File: config.mk
export PLATFORM = sky130hd
export DESIGN_NAME = bank_decode
export DESIGN_NICKNAME = d
export VERILOG_FILES = /design/src/source/mem_pkg.sv /design/src/source/req_pkg.sv /design/src/source/bank_decode.sv
export VERILOG_INCLUDE_DIRS = /design/src /design/src/source
export SDC_FILE = /design/constraint.sdc
export NUM_CORES = 1
export LEC_CHECK = 0
export BUFFER_PORTS_ARGS = -buffer_cell sky130_fd_sc_hd__buf_2
export CORE_AREA = 5 5 163 165
export DETAILED_ROUTE_END_ITERATION = 8
export DIE_AREA = 0 0 168 170
export SKIP_CTS_REPAIR_TIMING = 1
export SYNTH_ARGS = -nofsm -noshare
export SYNTH_HDL_FRONTEND = slang
export SYNTH_SLANG_ARGS = --single-unit
export TNS_END_PERCENT = 10
File: constraint.sdc
create_clock -name ram_clk -period 0.8 [get_ports ram_clk]
set_input_delay 0.2 -clock ram_clk [delete_from_list [all_inputs] [get_ports ram_clk]]
set_output_delay 0.2 -clock ram_clk [all_outputs]
set_load 0.02 [all_outputs]
File: src/source/bram_macros.svh
// widths assume 64-bit words and a 16-bit byte address; NUM_BANKS must be a power of two
`ifndef BRAM_MACROS_SVH
`define BRAM_MACROS_SVH

// port side
`define DATA_W      64
`define STRB_W      8
`define ADDR_W      16

`define WORD_IDX_W  13   // 8192 words

// banking, low word index bits pick the bank
`define NUM_BANKS   4
`define BANK_SEL_W  2

`define ROW_W       11   // WORD_IDX_W - BANK_SEL_W
`define BANK_DEPTH  2048

`endif

File: src/source/mem_pkg.sv
// vector types for the BRAM port and the bank split; widths come from bram_macros.svh
`default_nettype none

`include "bram_macros.svh"

package mem_pkg;

   // one port word
   typedef logic [`DATA_W-1:0] word_t;

   typedef logic [`STRB_W-1:0] strb_t;   // one strobe per byte

   // byte address as seen on ram_addr, bits 2:0 unused
   typedef logic [`ADDR_W-1:0] byte_addr_t;

   // address bits 4:3
   typedef logic [`BANK_SEL_W-1:0] bank_sel_t;

   // address bits 15:5
   typedef logic [`ROW_W-1:0] row_t;

endpackage

`default_nettype wire

File: src/source/req_pkg.sv
// request and read tag records between decoder, banks and read return; no handshake fields
`default_nettype none

package req_pkg;

   // one request as seen by a single bank
   typedef struct packed {
      logic            en;       // this bank is addressed
      mem_pkg::strb_t  we;       // zero unless en
      mem_pkg::row_t   row;
      mem_pkg::word_t  wrdata;
   } bank_req_s;

   // every enabled access returns a word, write or not
   typedef struct packed {
      logic                valid;
      mem_pkg::bank_sel_t  bank;
   } rd_tag_s;

endpackage

`default_nettype wire

File: src/source/bank_decode.sv
// takes a request on every edge with ram_en high, no back-pressure; ram_addr bits 2:0 ignored
`default_nettype none

`include "bram_macros.svh"

module bank_decode (
   input  wire                  ram_clk,
   input  wire                  rst_n,
   input  wire                  ram_en,
   input  wire mem_pkg::strb_t  ram_we,
   input  wire mem_pkg::byte_addr_t ram_addr,
   input  wire mem_pkg::word_t  ram_wrdata,
   output req_pkg::bank_req_s   bank_req [`NUM_BANKS],
   output req_pkg::rd_tag_s     rd_tag
);

   logic [`WORD_IDX_W-1:0] word_idx;
   mem_pkg::bank_sel_t     bank_sel;
   logic [`NUM_BANKS-1:0]  en_dec;

   logic [`NUM_BANKS-1:0]  en_q;
   logic                   tag_valid_q;
   mem_pkg::bank_sel_t     bank_q;
   mem_pkg::strb_t         we_q;
   mem_pkg::row_t          row_q;
   mem_pkg::word_t         wrdata_q;

   assign word_idx = ram_addr[`ADDR_W-1 -: `WORD_IDX_W];   // drop byte offset
   assign bank_sel = word_idx[`BANK_SEL_W-1:0];

   always_comb begin
      en_dec = '0;
      en_dec[bank_sel] = ram_en;
   end

   always_ff @(posedge ram_clk) begin
      if (!rst_n) begin
         en_q        <= '0;
         tag_valid_q <= 1'b0;
      end else begin
         en_q        <= en_dec;
         tag_valid_q <= ram_en;
      end
   end

   // request payload, only meaningful with an enable
   always_ff @(posedge ram_clk) begin
      if (ram_en) begin
         bank_q   <= bank_sel;
         we_q     <= ram_we;
         row_q    <= word_idx[`WORD_IDX_W-1:`BANK_SEL_W];
         wrdata_q <= ram_wrdata;
      end
   end

   always_comb begin
      for (int b = 0; b < `NUM_BANKS; b++) begin
         bank_req[b].en     = en_q[b];
         bank_req[b].we     = en_q[b] ? we_q : '0;   // idle banks never see strobes
         bank_req[b].row    = row_q;
         bank_req[b].wrdata = wrdata_q;
      end
      rd_tag.valid = tag_valid_q;
      rd_tag.bank  = bank_q;
   end

   // each tag toward read return pairs with exactly one bank access
   a_one_bank_per_tag: assert property (
      @(posedge ram_clk) disable iff (!rst_n)
      $onehot0(en_q) && (tag_valid_q == (|en_q))
   ) else $error("bank enables do not match the read tag");

endmodule

`default_nettype wire

==> results.toml <==
[hold_path]
hp-class = "in -> reg"

[placed_design]
dp_hpwl_um = 10900
routabilityCongestion = 0.764
dp_cells = 887
place_area_um2 = 5570
port_buffers = 426

[global_routing]
grt_start_max_net_pins = 37
grt-ovfl-total = 0
antenna_found_initial = 1
grt_usage_pct = 8.20
grt_first_pass_wirelength_um = 17700
grt_pass1_vias = 2860

[floorplan]
die_h_um = 170
start_util_pct = 18.5
core-area_um2 = 24900
dieArea_um2 = 28600
rows = 58
ioPinCount = 430
die_w_um = 168

[logic_synthesis]
yosysMostFrequentCell = "buf_4"
synth_top_area_share_pct = 55.5
async_flop_share_pct = 0
synth-edff-count = 85
yosys-top-cells-area = "edfxtp_1 56%, buf_4 37%, and2_1 4.5%"
synth_nets = 444
syn_area_um2 = 4600
synth_flop_cell = "edfxtp_1"
synth_area_per_cell_um2 = 13.0
synthDistinctLibCells = 7
seq_area_frac_synth_pct = 57.7
synth_common_cells = "226 x buf_4, 85 x edfxtp_1, 33 x and2_1"
syn_inst = 353
ys_seq_elements = 90
yosysTopAreaCell = "edfxtp_1"
yosysWarnings = 0

[timing]
slew_headroom_pct = 85.6
tightest_slew_ps = 216
fin_crit_ps = 1330
maxSlewViolCount = 0
whs_ps = 28.6
hold_viol_final = 0
fin_tns_setup_ps = -126400
fmax_ghz = 0.751
rsz0062_at_grt = "yes"
period_share_pct = 167
setup_ws_ps = -532
setup_viol = 339

[layout]
fill_cells = 2589
area_growth_pct = 33.7
diodes = 0
drive_gt1_share_pct = 83.5
utilization_pct = 24.7
design_area_um2 = 6150
fin_nets = 662
fin_cells = 906

[drt]
wl_um = 13600
ant_nets = 0
drt_iter0_drc = 96
first_pass_iters = 4
wl_per_cell_um = 15.0
via_count = 3039
vias_per_cell = 3.35
drc_errors = 0

[pwr]
power_density_nw_per_um2 = 2190
power.leakage_uw = 0.00298
ir_worst_vdd_mv = 0.993

[setup_path]
required_ps = 600
arrival_ps = 1130
max_stage_delay_ps = 440
critPathKind = "reg -> out"
end_kind = "output port"
start_kind = "flip-flop"
path_cells = "and2_2 -> buf_2"
crit_fanout = 4
slowest_stage = "edfxtp_1"

[clocking]
htree_levels = 3
clock_path_buffers = 2
cts_root_buffer = "clkbuf_16"
clk_pin_slew_worst_paths_ps = 70
cts_made_buffers = 9
tritoncts = "done"
clock-sinks = 90

[run_status]
outcome = "complete, but fails checks"
violations = "negative setup slack"

[run]
cap_violations = 0
==> path summary, 6_finish.rpt <==
path      endpoint            from  cells after the start
max   bank_req[78]         we_q[3]                      2
min   wrdata_q[40]  ram_wrdata[40]                      1
==> logic make-up (layout without fill, tap and decap cells) <==
logic type | count (synthesis) | in the layout | share of synthesized area [%]
flops | 90 | 90 | 57.7
simple gates | 37 | 37 | 5.39
buf+inv | 226 | 449 | 36.9
==> per-layer routing <==
metal	track usage [%]	part of all wire, %
met5	0	0.15
met4	2.65	1.3
met3	3.58	12
met2	14.0	51
met1	9.22	35
==> sequential cells by signal, indices dropped and copies added (netlist names) <==
name and count:
en_q 4, bank_q 2, wrdata_q 64, tag_valid_q 1, we_q 8, row_q 11
==> per-stage QoR <==
| stage | worst slack [ps] | total power, uW |
|---|---|---|
| floorplan | -96.8 | 8850 |
| CTS | -574 | 13700 |
| global placement | -175 | 9250 |
| detailed placement | -184 | 9280 |
| global route | -570 | 14100 |
| finish | -532 | 13500 |
==> area by class of cell <==
class	count	area [um^2]	share of cell area [%]
Clock buffer	11	233	3.79
Clock inverter	5	55.1	0.896
Multi-Input combinational cell	37	327	5.31
Sequential cell	90	2670	43.4
Tap cell	330	413	6.72
Timing Repair Buffer	433	2450	39.9
==> worst max-delay path: cells and delay by family, from the launching register on <==
| family | cells | cell delay [ps] |
|---|---|---|
| flops | 1 | 440 |
| simple gates | 1 | 200 |
| buf+inv | 1 | 150 |
==> cells in the final DEF, fill, tap and decap left out <==
| master | count |
|---|---|
| buf_6 | 37 |
| edfxtp_1 | 85 |
| buf_2 | 388 |
| and4b_1 | 2 |
| dlygate4sd3_1 | 3 |
| dfxtp_4 | 4 |
| clkbuf_16 | 9 |
| bufinv_16 | 1 |
| clkinv_2 | 2 |
| and2_4 | 31 |
| buf_4 | 3 |
| clkbuf_1 | 2 |
| and4_1 | 1 |
| dfxtp_2 | 1 |
| and2_1 | 1 |
| clkinvlp_4 | 2 |
| buf_12 | 2 |
| and4bb_1 | 1 |
| and2_2 | 1 |
==> report_power, final <==
part           leakage, uW  internal [uW]  switching [uW]
registers         0.000876           5560             371
logic              0.00197           1070            2210
clock network     0.000136           2420            1840
(Power assumes the default switching activity.)
