$ cat src/source/bram_macros.svh
// widths assume 64-bit words and a 16-bit byte address; NUM_BANKS must be a power of two
`ifndef BRAM_MACROS_SVH
`define BRAM_MACROS_SVH

// port side
`define DATA_W      64
`define STRB_W      8
`define ADDR_W      16

`define WORD_IDX_W  13   // 8192 words

// banking, low word index bits pick the bank
`define NUM_BANKS   4
`define BANK_SEL_W  2

`define ROW_W       11   // WORD_IDX_W - BANK_SEL_W
`define BANK_DEPTH  2048

`endif

$ cat src/source/mem_pkg.sv
// vector types for the BRAM port and the bank split; widths come from bram_macros.svh
`default_nettype none

`include "bram_macros.svh"

package mem_pkg;

   // one port word
   typedef logic [`DATA_W-1:0] word_t;

   typedef logic [`STRB_W-1:0] strb_t;   // one strobe per byte

   // byte address as seen on ram_addr, bits 2:0 unused
   typedef logic [`ADDR_W-1:0] byte_addr_t;

   // address bits 4:3
   typedef logic [`BANK_SEL_W-1:0] bank_sel_t;

   // address bits 15:5
   typedef logic [`ROW_W-1:0] row_t;

endpackage

`default_nettype wire

$ cat src/source/req_pkg.sv
// request and read tag records between decoder, banks and read return; no handshake fields
`default_nettype none

package req_pkg;

   // one request as seen by a single bank
   typedef struct packed {
      logic            en;       // this bank is addressed
      mem_pkg::strb_t  we;       // zero unless en
      mem_pkg::row_t   row;
      mem_pkg::word_t  wrdata;
   } bank_req_s;

   // every enabled access returns a word, write or not
   typedef struct packed {
      logic                valid;
      mem_pkg::bank_sel_t  bank;
   } rd_tag_s;

endpackage

`default_nettype wire

$ cat src/source/read_return.sv
// fixed latency return, one word per tag; ram_rddata holds its last value while ram_rd_valid low
`default_nettype none

`include "bram_macros.svh"

module read_return (
   input  wire                   ram_clk,
   input  wire                   rst_n,
   input  wire req_pkg::rd_tag_s rd_tag,
   input  wire mem_pkg::word_t   bank_rddata [`NUM_BANKS],
   output mem_pkg::word_t        ram_rddata,
   output logic                  ram_rd_valid
);

   logic               tag_valid_q;
   mem_pkg::bank_sel_t tag_bank_q;

   // tag stage lines up with the bank read register
   always_ff @(posedge ram_clk) begin
      if (!rst_n) begin
         tag_valid_q  <= 1'b0;
         ram_rd_valid <= 1'b0;
      end else begin
         tag_valid_q  <= rd_tag.valid;
         ram_rd_valid <= tag_valid_q;
      end
   end

   always_ff @(posedge ram_clk) begin
      if (rd_tag.valid) begin
         tag_bank_q <= rd_tag.bank;
      end
      if (tag_valid_q) begin
         ram_rddata <= bank_rddata[tag_bank_q];   // bank mux
      end
   end

   // no decoded request means no return two cycles on
   a_no_spurious_valid: assert property (
      @(posedge ram_clk) disable iff (!rst_n)
      !rd_tag.valid |-> ##2 !ram_rd_valid
   ) else $error("ram_rd_valid without a matching request");

endmodule

`default_nettype wire

$ cat config.mk
export PLATFORM = sky130hd
export DESIGN_NAME = read_return
export DESIGN_NICKNAME = d
export VERILOG_FILES = /design/src/source/mem_pkg.sv /design/src/source/req_pkg.sv /design/src/source/read_return.sv
export VERILOG_INCLUDE_DIRS = /design/src /design/src/source
export SDC_FILE = /design/constraint.sdc
export NUM_CORES = 1
export LEC_CHECK = 0
export ABC_AREA = 1
export BUFFER_PORTS_ARGS = -buffer_cell sky130_fd_sc_hd__buf_2
export CAP_MARGIN = 40
export CELL_PAD_IN_SITES_DETAIL_PLACEMENT = 1
export CELL_PAD_IN_SITES_GLOBAL_PLACEMENT = 2
export CORE_ASPECT_RATIO = 0.9
export CORE_MARGIN = 4
export CORE_UTILIZATION = 22
export CTS_CLUSTER_DIAMETER = 100
export DETAILED_ROUTE_END_ITERATION = 7
export PLACE_DENSITY_LB_ADDON = 0.15
export SLEW_MARGIN = 20
export SYNTH_ARGS = -nofsm -noshare
export SYNTH_HDL_FRONTEND = slang
export SYNTH_SLANG_ARGS = --single-unit
$ cat constraint.sdc
create_clock -name ram_clk -period 5.3 [get_ports ram_clk]
set_clock_uncertainty 0.05 [all_clocks]
set_input_delay 0.795 -clock ram_clk [delete_from_list [all_inputs] [get_ports ram_clk]]
set_output_delay 0.795 -clock ram_clk [all_outputs]
set_load 0.01 [all_outputs]
==> results.cfg, run 1 <==
[yosys]
yosysWarnings = 0
synth_top_family_by_area = simple AND/OR/NAND/NOR gates
yosys.area_share.simple = 0.364
synthCells = 819
synthXorXnorAreaFrac = 0
ys_seq_elements = 68
yosys-top-cells-area = edfxtp_1 (39%), nand2_1 (24%), inv_1 (19%)
ys_async_sr_fraction = 0
ys.flop_type = edfxtp_1
synth_cell_types = 10
seq_area_frac_synth = 0.398
synth_compound_area_frac = 0
yosysMostFrequentCell = nand2_1
syn_nets = 1080
syn_avg_cell_area_um2 = 6.20
synth_mux_area_frac = 0
synth_top_area_cell = edfxtp_1
syn_area_um2 = 5080
synth_commonest_cells = nand2_1 (322), inv_1 (258), nand3_1 (128), edfxtp_1 (66), buf_2 (21)
synth_edf_count = 66
synth_fa_ha_area_frac = 0
yosys.area.top_type_share = 0.390

[routing]
via_per_inst = 3.99
drtPass1Iterations = 4
vias = 5682
drc = 0
ant_nets = 0
wl_um = 21100
wl_per_cell_um = 14.8
drtIter0Drc = 221

[timing]
max_slew_margin = 0.520
fmax_mhz = 436
rsz0062_at_grt = no
period_minus_slack_ns = 2.29
finalMaxSlewViolations = 0
fin_crit_sh = 0.433
setup_viol = 0
worst_slew_pin_slew_ns = 0.720
hold_viol = 0
tns_ns = 0

[placement]
port_buffers = 325
gp_congestion = 0.754
hpwl_um = 15600
post_dp_cell_area_um2 = 6940

[global_route]
grt_pass1_vias = 6049
grt_max_degree = 69
grt_first_pass_wirelength_um = 32500
antenna_found_initial = 2
grtUsageTotal = 0.161
grt-ovfl-total = 0

[clock_network]
cts_tree = done
cts_buffers = 9
clock_latency_ns = 0.34
clock_path_buffers = 2
htreeDepth = 3
postCtsSetupRepairBufs = 0
cts-root-buf = clkbuf_16
cts_sinks = 68
cts_resized = 0
hold_buffers = 0
clkTransAtPathRegs_ns = 0.06

[status]
status = complete, no violations

[setup_path]
ff2ff_path_depth = 5
crit_required_ns = 5.34
cp.arrival_ns = 2.34
rrSetupSlack_ns = 3.01
cp-end-kind = flop
path_class = reg -> reg
crit_fanout = 68
r2r_start = tag_bank_q[0]$_DFFE_PP_
critPathLaunchType = flop
worstReg2RegEnd = ram_rddata[61]$_DFFE_PP_

[power_and_ir_drop]
p_total_mw = 1.63
vdd_drop_max_v = 0.000122
power.density_nw_per_um2 = 225
leakage_nw = 4.60

[min_path]
holdPathEnd = tag_bank_q[1]$_DFFE_PP_
hold_path_class = in -> reg
min-delay-start = rd_tag[1]
whs_path_depth = 1

[floorplanning]
initial_utilization = 0.225
coreArea_um2 = 22600
die_area_um2 = 25600
chipHeight_um = 152
rows = 52
die_w_um = 168
top_level_ports = 326

[finish]
final_area_um2 = 7240
area_delta_synth_final_pct = 42.6
drive_gt1_frac = 0.308
nets = 1383

[run]
cap_violations = 0
## how the worst max path moves through the flow
stage | from | slack, ns | end | cells past startpoint
detailed placement | tag_bank_q[0]$_DFFE_PP_ | 2.95 | ram_rddata[30]$_DFFE_PP_ | 5
floorplan | tag_valid_q$_SDFF_PN0_ | 3.14 | ram_rddata[0]$_DFFE_PP_ | 0
global route | tag_bank_q[0]$_DFFE_PP_ | 2.75 | ram_rddata[44]$_DFFE_PP_ | 5
finish | tag_bank_q[0]$_DFFE_PP_ | 3.01 | ram_rddata[61]$_DFFE_PP_ | 5
global placement | tag_bank_q[0]$_DFFE_PP_ | 2.93 | ram_rddata[40]$_DFFE_PP_ | 5
CTS | tag_bank_q[0]$_DFFE_PP_ | 2.94 | ram_rddata[30]$_DFFE_PP_ | 5
## critical path: stages (launching register included)
cell	delay [ns]
edfxtp_1	0.39
buf_4	0.60
buf_4	0.65
nand2_1	0.13
nand3_1	0.11
nand2_1	0.06
## kinds of logic after synthesis
group | after synthesis
buffers and inverters | 301
flip-flops | 68
AND/OR/NAND/NOR | 450
## cell type report
class | instances | area [µm²]
timing repair buffer | 333 | 1740
clock buffer | 12 | 236
sequential | 68 | 2030
multi-input combinational | 450 | 1850
inverter | 260 | 978
tap | 297 | 372
antenna | 2 | 5.00
fill | 3016 | 15300
clock inverter | 3 | 38.8
## through the flow
stage | utilization | setup WS (ns) | hold slack, ns | cells
2_1_floorplan | - | 3.14 | 0.635 | 819
3_3_place_gp | 0.305 | 2.93 | 0.859 | 1405
3_5_place_dp | 0.308 | 2.95 | 0.650 | 1407
4_1_cts | 0.320 | 2.94 | 0.557 | 1422
5_1_grt | 0.321 | 2.75 | 0.556 | 1425
6_report | 0.321 | 3.01 | 0.581 | 1425
## flip-flops by register name, indices dropped and copies added (netlist names)
signal        count
ram_rd_valid      1
ram_rddata       64
tag_bank_q        2
tag_valid_q       1
## report_power, final
| part | switching [mW] | internal (mW) |
|---|---|---|
| combinational | 0.226 | 0.167 |
| sequential | 0.00953 | 0.627 |
| clock | 0.243 | 0.361 |
## cell usage in the layout (no fill, tap or decap)
| master | count |
|---|---|
| clkinv_1 | 1 |
| clkbuf_16 | 9 |
| inv_4 | 1 |
| buf_12 | 1 |
| dfxtp_1 | 1 |
| buf_4 | 5 |
| dfxtp_4 | 1 |
| inv_1 | 258 |
| clkinv_2 | 1 |
| buf_2 | 325 |
| clkbuf_1 | 3 |
| diode_2 | 2 |
| inv_2 | 1 |
| buf_16 | 2 |
| edfxtp_1 | 66 |
| nand3_1 | 128 |
| bufinv_16 | 1 |
| nand2_1 | 322 |
## layer usage
| layer | vias to the layer above | GRT usage | share of wire |
|---|---|---|---|
| li1 | 2963 | - | - |
| met4 | 0 | 0.0383 | 0.010 |
| met2 | 170 | 0.283 | 0.50 |
| met1 | 2534 | 0.190 | 0.42 |
| met3 | 15 | 0.0498 | 0.072 |
| met5 | - | 0 | 0 |
No activity file was read; power rests on OpenSTA's default activity.
==> run 2: changes to the inputs <==
Settings changed: CORE_UTILIZATION 22 to 18.
Clock period 5.3 ns to 1.9 ns, I/O delays scaled along.
==> run 2 against run 1 <==
  * Hold slack got worse by 0.50 ns
  * Global-route usage fell by 2.2 points
  * First-iteration DRC count fell by 33%
  * Sequential cell count did not move
  * Utilization fell by 5.6 points
  * Critical path depth did not move
  * Maximum frequency rose by 54%
  * Sequential power rose to 2.8 times the previous value
  * Clock power rose to 3.1 times the previous value
  * Critical path type unchanged
  * Critical endpoint is now ram_rddata[50]$_DFFE_PP_
  * Largest cell class unchanged
==> results.cfg, run 2 (same netlist as run 1, synthesis figures left out) <==
[finish]
area_delta_synth_final_pct = 45.6
final_common_cell = buf_2
regMostFlops = ram_rddata
largest_reg_flops = 64
top_regs = ram_rddata (64), tag_bank_q (2)
multiInputGateArea_um2 = 1850
fill_cells = 3657
seq_area_um2 = 2030
drive_gt1_frac = 0.310
nets = 1385
final_core_util = 0.265
most-common-layout-cells = buf_2 (325), nand2_1 (322), inv_1 (258)

[clock_network]
cts_buffers = 9
htreeDepth = 3
cts_sinks = 68
postCtsSetupRepairBufs = 0
cts_tree = done
clock_latency_ns = 0.33
clock_path_buffers = 2
cts-root-buf = clkbuf_16
cts_resized = 0
hold_buffers = 0
clkTransAtPathRegs_ns = 0.06

[min_path]
holdPathEnd = tag_bank_q[1]$_DFFE_PP_
min-delay-start = rd_tag[1]
hold_path_class = in -> reg
whs_path_depth = 1

[timing]
setup_viol = 0
rsz0062_at_grt = no
tns_ns = 0
layout_setup_ws_ns = 0.413
whs_ns = 0.0816
fmax_mhz = 673
hold_viol = 0
max_slew_margin = 0.678
fin_crit_sh = 0.783
finalMaxSlewViolations = 0
worst_slew_pin_slew_ns = 0.483
period_minus_slack_ns = 1.49

[global_route]
antenna_found_initial = 3
grt-ovfl-total = 0
grt_max_degree = 72
grtUsageTotal = 0.139
grt_first_pass_wirelength_um = 33600
grt_pass1_vias = 6128

[setup_path]
slowest_stage = edfxtp_1
crit_fanout = 56
critPathLaunchType = flop
critPathMaxStageDelay_ns = 0.51
cpMostUsedCell = nand2_1
cp-end-kind = flop
path_delay_family = flip-flops
critical_path_buf_inv_count = 2
crit_required_ns = 1.94
r2r_start = tag_bank_q[0]$_DFFE_PP_
rrSetupSlack_ns = 0.41
path_class = reg -> reg
path_cells = inv_4 > buf_12 > nand2_1 > nand3_1 > nand2_1
worstReg2RegEnd = ram_rddata[50]$_DFFE_PP_
ff2ff_path_depth = 5
cp.arrival_ns = 1.53

[floorplanning]
chipHeight_um = 167
coreArea_um2 = 27900
rows = 58
top_level_ports = 326
die_area_um2 = 31000
die_w_um = 185
initial_utilization = 0.182

[power_and_ir_drop]
leakage_nw = 4.63
vdd_drop_max_v = 0.000356
power.density_nw_per_um2 = 644

[placement]
dp_slack_ns = 0.385
hpwl_um = 16200
port_buffers = 325
gp_congestion = 0.721

[routing]
wl_um = 21900
drc = 0
ant_nets = 0
drtIter0Drc = 149
via_per_inst = 3.84
vias = 5723
drtPass1Iterations = 4
wl_per_cell_um = 14.7

[status]
status = complete, no violations

[run]
cap_violations = 0
[run 2: routing by layer]
metal / routed length, µm / GRT usage
met5: 26 / 0
met2: 9920 / 0.226
met3: 1810 / 0.0487
met1: 9960 / 0.180
met4: 173 / 0.0239
[run 2: stage by stage]
| stage | std cells | area (µm²) | power, mW |
|---|---|---|---|
| 6_report | 1491 | 7390 | 4.76 |
| 5_1_grt | 1490 | 7390 | 5.10 |
| 4_1_cts | 1489 | 7390 | 4.90 |
| 3_5_place_dp | 1473 | 7080 | 2.97 |
| 3_3_place_gp | 1473 | 7080 | 2.96 |
| 2_1_floorplan | 819 | 5080 | 2.44 |
[run 2: worst max-delay path by stage]
stage                          endpoint                    start  slack, ns  depth (start not counted)
6_report       ram_rddata[50]$_DFFE_PP_  tag_bank_q[0]$_DFFE_PP_       0.41                          5
5_1_grt        ram_rddata[13]$_DFFE_PP_  tag_bank_q[0]$_DFFE_PP_       0.28                          5
4_1_cts        ram_rddata[50]$_DFFE_PP_  tag_bank_q[0]$_DFFE_PP_       0.38                          5
3_5_place_dp   ram_rddata[50]$_DFFE_PP_  tag_bank_q[0]$_DFFE_PP_       0.38                          5
3_3_place_gp   ram_rddata[48]$_DFFE_PP_  tag_bank_q[0]$_DFFE_PP_       0.42                          5
2_1_floorplan   ram_rddata[0]$_DFFE_PP_   tag_valid_q$_SDFF_PN0_       0.42                          0
[run 2: final cells by class]
class | instances | share of cell area
multi-input combinational | 450 | 0.250
inverter | 260 | 0.132
timing repair buffer | 335 | 0.240
tap | 360 | 0.0609
antenna | 2 | 0.000677
clock buffer | 11 | 0.0315
sequential | 68 | 0.274
clock inverter | 5 | 0.0103
[run 2: worst register-to-register path: stages, from the launching register on]
cell and delay [ns]:
edfxtp_1 0.51, inv_4 0.14, buf_12 0.26, nand2_1 0.14, nand3_1 0.09, nand2_1 0.07
[run 2: where the power goes]
part / internal [mW] / switching (mW) / total (mW)
Sequential: 1.75 / 0.0170 / 1.77
Combinational: 0.478 / 0.650 / 1.13
Clock: 1.15 / 0.718 / 1.87
Total: 3.37 / 1.39 / 4.76
